File: src/hw/mrd_num_pkg.sv
package mrd_num_pkg;

	// Datapath widths
	localparam int SAMPLE_W = 18;
	localparam int EXP_W    = 4;
	localparam int MARGIN_W = 2;

	// Complex lanes per vector
	localparam int LANES = 5;

	// Lane component, 1.17 two's complement
	typedef logic signed [SAMPLE_W-1:0] sample_t;

	// Shared block exponent
	typedef logic [EXP_W-1:0] exp_t;

	// Guard bits known to be free
	typedef logic [MARGIN_W-1:0] margin_t;

	// Largest margin the stage reports
	localparam margin_t MARGIN_MAX = 2'd3;

endpackage

File: src/hw/mrd_ctrl_pkg.sv
package mrd_ctrl_pkg;

	// Butterfly selected for a block
	typedef enum logic {
		RADIX2 = 1'b0,
		RADIX3 = 1'b1
	} radix_e;

	// Block controller states
	typedef enum logic {
		IDLE = 1'b0,
		RUN  = 1'b1
	} ctrl_state_e;

	// Cycles from butterfly input valid to output valid
	localparam int BFLY_LAT = 4;

endpackage

File: src/hw/mrd_lane_if.sv
`timescale 1ns/1ps

interface mrd_lane_if;

	logic                 val;
	mrd_num_pkg::sample_t re [mrd_num_pkg::LANES];
	mrd_num_pkg::sample_t im [mrd_num_pkg::LANES];
	mrd_num_pkg::exp_t    exp;
	mrd_num_pkg::margin_t margin;

	modport src (
		output val,
		output re,
		output im,
		output exp,
		output margin
	);

	modport dst (
		input val,
		input re,
		input im,
		input exp,
		input margin
	);

endinterface

File: src/hw/mrd_block_ctrl.sv
`timescale 1ns/1ps

module mrd_block_ctrl #(
	parameter int BLOCK_LEN = 8
) (
	input  logic                 clk,
	input  logic                 rst_n,
	input  logic                 in_val_i,
	input  logic                 sob_i,
	input  mrd_ctrl_pkg::radix_e radix_i,
	input  mrd_num_pkg::margin_t margin_i,
	input  mrd_num_pkg::exp_t    exp_i,
	input  mrd_num_pkg::sample_t din_re_i [mrd_num_pkg::LANES],
	input  mrd_num_pkg::sample_t din_im_i [mrd_num_pkg::LANES],
	mrd_lane_if.src              bf2_o,
	mrd_lane_if.src              bf3_o,
	output logic                 last_o
);

	localparam int CNT_W = $clog2(BLOCK_LEN + 1);

	mrd_ctrl_pkg::ctrl_state_e state_q;
	logic [CNT_W-1:0]          cnt_q;
	mrd_ctrl_pkg::radix_e      radix_q;
	mrd_ctrl_pkg::radix_e      radix_sel;
	mrd_num_pkg::margin_t      margin_q;
	mrd_num_pkg::exp_t         exp_q;
	logic                      start;
	logic                      accept;
	logic                      blk_end;
	logic                      bf2_val_q;
	logic                      bf3_val_q;
	logic                      last_q;
	logic [mrd_ctrl_pkg::BFLY_LAT-1:0] last_sr;
	mrd_num_pkg::sample_t      re_q [mrd_num_pkg::LANES];
	mrd_num_pkg::sample_t      im_q [mrd_num_pkg::LANES];
	mrd_num_pkg::exp_t         exp_out_q;
	mrd_num_pkg::margin_t      margin_out_q;

	// A start of block counts only while idle
	assign start   = in_val_i && sob_i && (state_q == mrd_ctrl_pkg::IDLE);
	assign accept  = start || (in_val_i && (state_q == mrd_ctrl_pkg::RUN));
	assign blk_end = accept && (cnt_q == CNT_W'(BLOCK_LEN - 1));

	// First vector of a block takes the parameters straight from the ports
	assign radix_sel = start ? radix_i : radix_q;

	always_ff @(posedge clk) begin
		if (!rst_n) begin
			state_q   <= mrd_ctrl_pkg::IDLE;
			cnt_q     <= '0;
			bf2_val_q <= 1'b0;
			bf3_val_q <= 1'b0;
			last_q    <= 1'b0;
			last_sr   <= '0;
		end else begin
			bf2_val_q <= accept && (radix_sel == mrd_ctrl_pkg::RADIX2);
			bf3_val_q <= accept && (radix_sel == mrd_ctrl_pkg::RADIX3);
			last_q    <= blk_end;
			last_sr   <= {last_sr[mrd_ctrl_pkg::BFLY_LAT-2:0], last_q};
			if (blk_end) begin
				state_q <= mrd_ctrl_pkg::IDLE;
				cnt_q   <= '0;
			end else if (accept) begin
				state_q <= mrd_ctrl_pkg::RUN;
				cnt_q   <= cnt_q + 1'b1;
			end
		end
	end

	always_ff @(posedge clk) begin
		if (start) begin
			radix_q  <= radix_i;
			margin_q <= margin_i;
			exp_q    <= exp_i;
		end
		if (accept) begin
			re_q         <= din_re_i;
			im_q         <= din_im_i;
			exp_out_q    <= start ? exp_i : exp_q;
			margin_out_q <= start ? margin_i : margin_q;
		end
	end

	// Payload is shared, only the valid picks the butterfly
	assign bf2_o.val    = bf2_val_q;
	assign bf2_o.re     = re_q;
	assign bf2_o.im     = im_q;
	assign bf2_o.exp    = exp_out_q;
	assign bf2_o.margin = margin_out_q;

	assign bf3_o.val    = bf3_val_q;
	assign bf3_o.re     = re_q;
	assign bf3_o.im     = im_q;
	assign bf3_o.exp    = exp_out_q;
	assign bf3_o.margin = margin_out_q;

	assign last_o = last_sr[mrd_ctrl_pkg::BFLY_LAT-1];

endmodule

File: src/hw/mrd_rdx2.sv
`timescale 1ns/1ps

module mrd_rdx2 (
	input  logic    clk,
	input  logic    rst_n,
	mrd_lane_if.dst in_i,
	mrd_lane_if.src out_o
);

	logic [mrd_ctrl_pkg::BFLY_LAT-1:0] val_sr;
	mrd_num_pkg::margin_t growth;

	// Stage 1, sum and difference at 2.17
	logic signed [18:0]   s1_re [2];
	logic signed [18:0]   s1_im [2];
	mrd_num_pkg::margin_t g1;
	mrd_num_pkg::exp_t    e1;
	// Stage 2, scaled with one extra fraction bit
	logic signed [19:0]   s2_re [2];
	logic signed [19:0]   s2_im [2];
	mrd_num_pkg::exp_t    e2;
	// Stage 3, rounded back to 1.17
	mrd_num_pkg::sample_t s3_re [2];
	mrd_num_pkg::sample_t s3_im [2];
	mrd_num_pkg::exp_t    e3;
	// Stage 4
	mrd_num_pkg::sample_t out_re_q [mrd_num_pkg::LANES];
	mrd_num_pkg::sample_t out_im_q [mrd_num_pkg::LANES];
	mrd_num_pkg::exp_t    out_exp_q;

	// One bit of worst case growth unless the margin already covers it
	assign growth = (in_i.margin == 2'd0) ? 2'd1 : 2'd0;

	always_ff @(posedge clk) begin
		if (!rst_n)
			val_sr <= '0;
		else
			val_sr <= {val_sr[mrd_ctrl_pkg::BFLY_LAT-2:0], in_i.val};
	end

	always_ff @(posedge clk) begin
		s1_re[0] <= in_i.re[0] + in_i.re[1];
		s1_im[0] <= in_i.im[0] + in_i.im[1];
		s1_re[1] <= in_i.re[0] - in_i.re[1];
		s1_im[1] <= in_i.im[0] - in_i.im[1];
		g1       <= growth;
		e1       <= in_i.exp + growth;

		for (int k = 0; k < 2; k++) begin
			s2_re[k] <= $signed({s1_re[k], 1'b0}) >>> g1;
			s2_im[k] <= $signed({s1_im[k], 1'b0}) >>> g1;
			// Round half up on the extra bit
			s3_re[k] <= s2_re[k][18:1] + {17'd0, s2_re[k][0]};
			s3_im[k] <= s2_im[k][18:1] + {17'd0, s2_im[k][0]};
			out_re_q[k] <= s3_re[k];
			out_im_q[k] <= s3_im[k];
		end
		e2 <= e1;
		e3 <= e2;

		for (int k = 2; k < mrd_num_pkg::LANES; k++) begin
			out_re_q[k] <= '0;
			out_im_q[k] <= '0;
		end
		out_exp_q <= e3;
	end

	assign out_o.val    = val_sr[mrd_ctrl_pkg::BFLY_LAT-1];
	assign out_o.re     = out_re_q;
	assign out_o.im     = out_im_q;
	assign out_o.exp    = out_exp_q;
	assign out_o.margin = '0;

endmodule

File: src/hw/mrd_rdx3.sv
`timescale 1ns/1ps

module mrd_rdx3 (
	input  logic    clk,
	input  logic    rst_n,
	mrd_lane_if.dst in_i,
	mrd_lane_if.src out_o
);

	// sin(60 deg) in 1.17
	localparam logic signed [17:0] SIN60 = 18'sh1BB68;

	logic [mrd_ctrl_pkg::BFLY_LAT-1:0] val_sr;
	mrd_num_pkg::margin_t growth;

	// Stage 1
	logic signed [19:0]   dif_re;
	logic signed [19:0]   dif_im;
	mrd_num_pkg::sample_t s1_x0_re;
	mrd_num_pkg::sample_t s1_x0_im;
	logic signed [18:0]   s1_sum_re;
	logic signed [18:0]   s1_sum_im;
	logic signed [18:0]   s1_hd_re;
	logic signed [18:0]   s1_hd_im;
	mrd_num_pkg::margin_t g1;
	mrd_num_pkg::exp_t    e1;

	// Stage 2
	logic signed [36:0]   prod_re;
	logic signed [36:0]   prod_im;
	logic signed [19:0]   s2_y0_re;
	logic signed [19:0]   s2_y0_im;
	logic signed [20:0]   s2_m_re;
	logic signed [20:0]   s2_m_im;
	logic signed [23:0]   s2_rot_re;
	logic signed [23:0]   s2_rot_im;
	mrd_num_pkg::margin_t g2;
	mrd_num_pkg::exp_t    e2;

	// Stage 3, all terms at 4.20
	logic signed [23:0]   m_al_re;
	logic signed [23:0]   m_al_im;
	logic signed [23:0]   s3_v_re [3];
	logic signed [23:0]   s3_v_im [3];
	mrd_num_pkg::margin_t g3;
	mrd_num_pkg::exp_t    e3;

	// Stage 4
	logic signed [23:0]   sh_re [3];
	logic signed [23:0]   sh_im [3];
	mrd_num_pkg::sample_t out_re_q [mrd_num_pkg::LANES];
	mrd_num_pkg::sample_t out_im_q [mrd_num_pkg::LANES];
	mrd_num_pkg::exp_t    out_exp_q;

	// Up to two bits of growth, less whatever margin is already free
	assign growth = (in_i.margin >= 2'd2) ? 2'd0 : 2'd2 - in_i.margin;

	always_ff @(posedge clk) begin
		if (!rst_n)
			val_sr <= '0;
		else
			val_sr <= {val_sr[mrd_ctrl_pkg::BFLY_LAT-2:0], in_i.val};
	end

	// Halved difference, rounded half up
	assign dif_re = in_i.re[2] - in_i.re[1] + 20'sd1;
	assign dif_im = in_i.im[2] - in_i.im[1] + 20'sd1;

	always_ff @(posedge clk) begin
		s1_x0_re  <= in_i.re[0];
		s1_x0_im  <= in_i.im[0];
		s1_sum_re <= in_i.re[1] + in_i.re[2];
		s1_sum_im <= in_i.im[1] + in_i.im[2];
		s1_hd_re  <= dif_re[19:1];
		s1_hd_im  <= dif_im[19:1];
		g1        <= growth;
		e1        <= in_i.exp + growth;
	end

	// j * sin60 * (x2 - x1)
	assign prod_re = -(s1_hd_im * SIN60);
	assign prod_im = s1_hd_re * SIN60;

	always_ff @(posedge clk) begin
		s2_y0_re  <= s1_x0_re + s1_sum_re;
		s2_y0_im  <= s1_x0_im + s1_sum_im;
		// x0 - (x1 + x2)/2 kept exact at 2^-18
		s2_m_re   <= $signed({s1_x0_re, 1'b0}) - s1_sum_re;
		s2_m_im   <= $signed({s1_x0_im, 1'b0}) - s1_sum_im;
		s2_rot_re <= prod_re[36:13];
		s2_rot_im <= prod_im[36:13];
		g2        <= g1;
		e2        <= e1;
	end

	assign m_al_re = {s2_m_re[20], s2_m_re, 2'b00};
	assign m_al_im = {s2_m_im[20], s2_m_im, 2'b00};

	always_ff @(posedge clk) begin
		s3_v_re[0] <= {s2_y0_re[19], s2_y0_re, 3'b000};
		s3_v_im[0] <= {s2_y0_im[19], s2_y0_im, 3'b000};
		s3_v_re[1] <= m_al_re + s2_rot_re;
		s3_v_im[1] <= m_al_im + s2_rot_im;
		s3_v_re[2] <= m_al_re - s2_rot_re;
		s3_v_im[2] <= m_al_im - s2_rot_im;
		g3         <= g2;
		e3         <= e2;
	end

	always_comb begin
		for (int k = 0; k < 3; k++) begin
			sh_re[k] = s3_v_re[k] >>> g3;
			sh_im[k] = s3_v_im[k] >>> g3;
		end
	end

	always_ff @(posedge clk) begin
		// Bit 2 is half an output LSB
		for (int k = 0; k < 3; k++) begin
			out_re_q[k] <= sh_re[k][20:3] + {17'd0, sh_re[k][2]};
			out_im_q[k] <= sh_im[k][20:3] + {17'd0, sh_im[k][2]};
		end
		for (int k = 3; k < mrd_num_pkg::LANES; k++) begin
			out_re_q[k] <= '0;
			out_im_q[k] <= '0;
		end
		out_exp_q <= e3;
	end

	assign out_o.val    = val_sr[mrd_ctrl_pkg::BFLY_LAT-1];
	assign out_o.re     = out_re_q;
	assign out_o.im     = out_im_q;
	assign out_o.exp    = out_exp_q;
	assign out_o.margin = '0;

endmodule

File: src/hw/mrd_stage_merge.sv
`timescale 1ns/1ps

module mrd_stage_merge (
	input  logic                 clk,
	input  logic                 rst_n,
	mrd_lane_if.dst              bf2_i,
	mrd_lane_if.dst              bf3_i,
	input  logic                 last_i,
	output logic                 out_val_o,
	output mrd_num_pkg::sample_t dout_re_o [mrd_num_pkg::LANES],
	output mrd_num_pkg::sample_t dout_im_o [mrd_num_pkg::LANES],
	output mrd_num_pkg::exp_t    exp_o,
	output mrd_num_pkg::margin_t blk_margin_o,
	output logic                 blk_margin_val_o
);

	mrd_num_pkg::margin_t vec_min;
	mrd_num_pkg::margin_t run_min_q;
	mrd_num_pkg::margin_t blk_min;

	// Redundant sign bits below the sign, saturated
	function automatic mrd_num_pkg::margin_t rsb(input mrd_num_pkg::sample_t x);
		mrd_num_pkg::margin_t n;
		logic                 same;
		n    = '0;
		same = 1'b1;
		for (int b = 1; b <= int'(mrd_num_pkg::MARGIN_MAX); b++) begin
			same = same && (x[mrd_num_pkg::SAMPLE_W-1-b] == x[mrd_num_pkg::SAMPLE_W-1]);
			if (same)
				n = mrd_num_pkg::margin_t'(b);
		end
		return n;
	endfunction

	assign out_val_o = bf2_i.val || bf3_i.val;

	always_comb begin
		vec_min = mrd_num_pkg::MARGIN_MAX;
		for (int k = 0; k < mrd_num_pkg::LANES; k++) begin
			dout_re_o[k] = bf3_i.val ? bf3_i.re[k] : bf2_i.re[k];
			dout_im_o[k] = bf3_i.val ? bf3_i.im[k] : bf2_i.im[k];
			if (rsb(dout_re_o[k]) < vec_min)
				vec_min = rsb(dout_re_o[k]);
			if (rsb(dout_im_o[k]) < vec_min)
				vec_min = rsb(dout_im_o[k]);
		end
	end

	assign blk_min = (run_min_q < vec_min) ? run_min_q : vec_min;

	always_ff @(posedge clk) begin
		if (!rst_n) begin
			exp_o            <= '0;
			run_min_q        <= mrd_num_pkg::MARGIN_MAX;
			blk_margin_o     <= '0;
			blk_margin_val_o <= 1'b0;
		end else begin
			blk_margin_val_o <= out_val_o && last_i;
			if (out_val_o) begin
				exp_o <= bf3_i.val ? bf3_i.exp : bf2_i.exp;
				// Last vector closes the block and restarts the minimum
				if (last_i) begin
					blk_margin_o <= blk_min;
					run_min_q    <= mrd_num_pkg::MARGIN_MAX;
				end else begin
					run_min_q <= blk_min;
				end
			end
		end
	end

endmodule

File: src/hw/mrd_stage_top.sv
`timescale 1ns/1ps

module mrd_stage_top #(
	parameter int BLOCK_LEN = 8
) (
	input  logic                 clk,
	input  logic                 rst_n,
	input  logic                 in_val_i,
	input  logic                 sob_i,
	input  mrd_ctrl_pkg::radix_e radix_i,
	input  mrd_num_pkg::margin_t margin_i,
	input  mrd_num_pkg::exp_t    exp_i,
	input  mrd_num_pkg::sample_t din_re_i [mrd_num_pkg::LANES],
	input  mrd_num_pkg::sample_t din_im_i [mrd_num_pkg::LANES],
	output logic                 out_val_o,
	output mrd_num_pkg::sample_t dout_re_o [mrd_num_pkg::LANES],
	output mrd_num_pkg::sample_t dout_im_o [mrd_num_pkg::LANES],
	output mrd_num_pkg::exp_t    exp_o,
	output mrd_num_pkg::margin_t blk_margin_o,
	output logic                 blk_margin_val_o
);

	logic last;

	mrd_lane_if bf2_in ();
	mrd_lane_if bf3_in ();
	mrd_lane_if bf2_out ();
	mrd_lane_if bf3_out ();

	mrd_block_ctrl #(
		.BLOCK_LEN (BLOCK_LEN)
	) u_ctrl (
		.clk      (clk),
		.rst_n    (rst_n),
		.in_val_i (in_val_i),
		.sob_i    (sob_i),
		.radix_i  (radix_i),
		.margin_i (margin_i),
		.exp_i    (exp_i),
		.din_re_i (din_re_i),
		.din_im_i (din_im_i),
		.bf2_o    (bf2_in),
		.bf3_o    (bf3_in),
		.last_o   (last)
	);

	mrd_rdx2 u_rdx2 (
		.clk   (clk),
		.rst_n (rst_n),
		.in_i  (bf2_in),
		.out_o (bf2_out)
	);

	mrd_rdx3 u_rdx3 (
		.clk   (clk),
		.rst_n (rst_n),
		.in_i  (bf3_in),
		.out_o (bf3_out)
	);

	mrd_stage_merge u_merge (
		.clk              (clk),
		.rst_n            (rst_n),
		.bf2_i            (bf2_out),
		.bf3_i            (bf3_out),
		.last_i           (last),
		.out_val_o        (out_val_o),
		.dout_re_o        (dout_re_o),
		.dout_im_o        (dout_im_o),
		.exp_o            (exp_o),
		.blk_margin_o     (blk_margin_o),
		.blk_margin_val_o (blk_margin_val_o)
	);

endmodule

File: config.mk
export PLATFORM = sky130hd
export DESIGN_NAME = mrd_stage_top
export DESIGN_NICKNAME = d
export VERILOG_FILES = /design/src/hw/mrd_num_pkg.sv /design/src/hw/mrd_ctrl_pkg.sv /design/src/hw/mrd_lane_if.sv /design/src/hw/mrd_block_ctrl.sv /design/src/hw/mrd_rdx2.sv /design/src/hw/mrd_rdx3.sv /design/src/hw/mrd_stage_merge.sv /design/src/hw/mrd_stage_top.sv
export SDC_FILE = /design/constraint.sdc
export NUM_CORES = 2
export LEC_CHECK = 0
export ABC_AREA = 1
export BUFFER_PORTS_ARGS = -buffer_cell sky130_fd_sc_hd__clkbuf_2
export CAP_MARGIN = 15
export CORE_MARGIN = 2
export CORE_UTILIZATION = 40
export DETAILED_ROUTE_END_ITERATION = 8
export PLACE_DENSITY_LB_ADDON = 0.08
export SYNTH_ARGS = -nofsm -noshare
export SYNTH_HDL_FRONTEND = slang
export SYNTH_SLANG_ARGS = --single-unit
File: constraint.sdc
create_clock -name clk -period 5.12 [get_ports clk]
set_clock_uncertainty 0.15 [all_clocks]
set_input_delay 0.256 -clock clk [delete_from_list [all_inputs] [get_ports clk]]
set_output_delay 0.256 -clock clk [all_outputs]
set_load 0.005 [all_outputs]
==> out/qor.txt <==
Placed cells - 9519
Final WS setup - -320 ps
Unrepaired setup endpoints after global routing - yes
Fmax - 184 MHz
Flops & latches, synth - 956
Final RePlAce weighted congestion - 0.916
Largest net degree at the start of global routing - 117
Yosys warning count - 0
H-tree Lvls - 3
Layout cells sized above 1 - 17.3%
Rel. slew slack - 22.1%
WS Path Type - flip-flop to flip-flop
First-pass iteration count of the detailed router - 6
CP startpoint kind - flip-flop
Commonest non-fill, non-tap cell in the layout - nand2_1
Die H - 390 µm
Layout Cells excl Fill - 9908
Cell variety after synth - 59
Clk buf depth - 3
Failing checks - setup timing
Slew Viols, Final - 0
Crit. End Element - flip-flop
Final critical-path share of the clock period - 106%
Flop-to-flop setup slack - -320 ps
Worst R2R Start - u_rdx3.s1_hd_im[12]
Clock root buffer - clkbuf_16
CP max-delay cell - fa_1
Wire length per cell - 18.3 µm
Mapped Cells - 7199
Initial DRC Count - 2773
Worst-path clk slew - 60 ps
Critical path arrival - 5950 ps
# IOs - 379
Worst-Skew Late Latency - 770 ps
Vias in the first global route - 47300
ANT nets after route - 0
Post-synth top flop - dfxtp_1
Seq/Total Area, Yosys - 34.0%
Status - finished with violations
Final hold vios - 0
Die area - 0.152 mm²
Worst Hold Class - input pin to flip-flop
Post-synth EDFFs - 114
Multi-input gate area - 0.0365 mm²
Global route overflow - 0
TritonCTS buffer count - 107
GRT Overall Usage - 23.6%
Minimum clock period - 5440 ps
Final setup fails - 20
Critical path required time - 5630 ps
Critical path's top delay family - adder cells
First-pass GRT wire length - 274 mm
Row Count - 141
Core area - 0.148 mm²
Initial antenna violation count - 19
Initial Utilization - 40.3%
Crit-path max cell delay - 540 ps
Min-Delay Startpoint - din_re_i[48]
Vias - 47100
CTS tree - done
Register area - 0.0204 mm²
Crit path from - u_rdx3.s1_hd_im[12]
Syn Std Cell Area - 0.0597 mm²
Asr flop ratio synth - 0%
DRC violations left - 0
Via density - 4.75
Buf+Inv Stages, Crit Path - 8
CP Max Fanout - 4
Synth-to-layout area growth - 22.2%
Fillers - 14300
Syn avg cell area - 8.30 µm²
Input/output buffers - 234
Critical Path Most Common Cell - fa_1
Worst Tran Pin Value - 1170 ps
DRT Wirelength - 182 mm
Die width - 390 µm
Final nets - 8932
Commonest cells after routing, fill and taps aside - nand2_1, inv_1, dfxtp_1
Clock sink total - 956
Max-cap violation count - 0
Post-DP HPWL - 152 mm
-- Yosys cell counts, types with 15 or more instances --
cell	instances	area, µm²
xor2_1	396	3470
o21ai_0	301	1510
edfxtp_1	114	3420
inv_1	1197	4490
xnor2_1	137	1200
mux2i_1	25	250
fa_1	297	5950
nor2_1	448	1680
nor3_1	58	290
or2_1	19	119
a31oi_1	17	106
o21ai_1	95	475
a21o_1	26	195
buf_2	33	165
nor2_2	23	144
nand2_1	1464	5500
dfxtp_1	842	16900
a21boi_0	27	203
nor4_1	15	93.8
ha_1	566	7080
nand3b_1	19	143
nand4_1	97	607
o21bai_1	28	210
clkbuf_1	92	345
nand3_1	201	1010
a21oi_1	340	1700
o22ai_1	17	106
buf_4	83	623
or2_2	35	219
nand2_2	18	113
-- what timing repair did --
action	4_1_cts	5_1_grt
endpoints found under the hold margin	146	0
pin swaps	169	186
hold buffers	128	0
endpoints found under the setup margin	36	41
resized for setup	327	218
setup buffers	29	29
-- stage by stage --
stage | hold WS (ps) | instance area (µm²) | setup slack [ps] | TNS, ps | util [%]
2_1_floorplan | 160 | 60500 | -67.9 | -114 | -
3_3_place_gp | 160 | 65200 | -561 | -10520 | 44.1
3_5_place_dp | 162 | 65200 | -589 | -11070 | 44.1
4_1_cts | 0.135 | 71800 | -275 | -3720 | 48.5
5_1_grt | 23.8 | 72900 | -571 | -8920 | 49.3
6_report | 53.2 | 73000 | -320 | -4390 | 49.3
-- layer usage --
metal | track usage (%) | up-vias | share of wire, %
met5 | 0 | - | 0.0066
met4 | 7.27 | 2 | 2.9
met3 | 2.69 | 252 | 3.9
met2 | 39.6 | 897 | 47
met1 | 31.9 | 22100 | 47
li1 | - | 23900 | -
-- layout make-up --
cell class              count  share of cell area, %
well taps                1930                   3.31
flip-flops and latches    956                   27.9
multi-input cells        4877                   50.0
repair buffers            726                   7.28
clock buffers             143                   4.11
clock inverters            56                   1.05
diodes                     10                 0.0343
inverters                1210                   6.30
-- worst paths after layout --
| kind | end | cells after the start |
|---|---|---|
| min | u_ctrl.bf2_o.re[48] | 2 |
| max | u_rdx3.s2_rot_re[17] | 26 |
| min reg2reg | u_rdx3.g3[1] | 0 |
| max reg2reg | u_rdx3.s2_rot_re[17] | 26 |
-- logic make-up after synthesis --
family,Yosys count,share of synthesized area [%]
AOI/OAI and AO/OA,916,8.41
xor gates and xnor gates,538,7.95
adders and majority gates,863,21.8
buffers and inverters,1437,9.75
DFF,956,34.0
muxes,32,0.551
other,1,0.00628
and+or+nand+nor,2456,17.6
-- flip-flops by register name (all words and copies together), names as in the netlist, 36 cells and up --
register and flops:
u_rdx2.out_o.re 36, u_rdx3.out_o.im 54, u_rdx3.s3_v_im 64, u_ctrl.bf2_o.re 54, u_rdx2.s2_re 37, u_rdx2.s1_re 37, u_rdx3.out_o.re 54, u_rdx3.s3_v_re 64
u_rdx2.s1_im 37, u_rdx2.s3_im 36, u_rdx2.out_o.im 36, u_rdx2.s2_im 37, u_rdx2.s3_re 36, u_ctrl.bf2_o.im 54
Power is left out: the tool's default activity adds up to more than one toggle a clock period on the data nets, which glitch-free logic cannot reach.
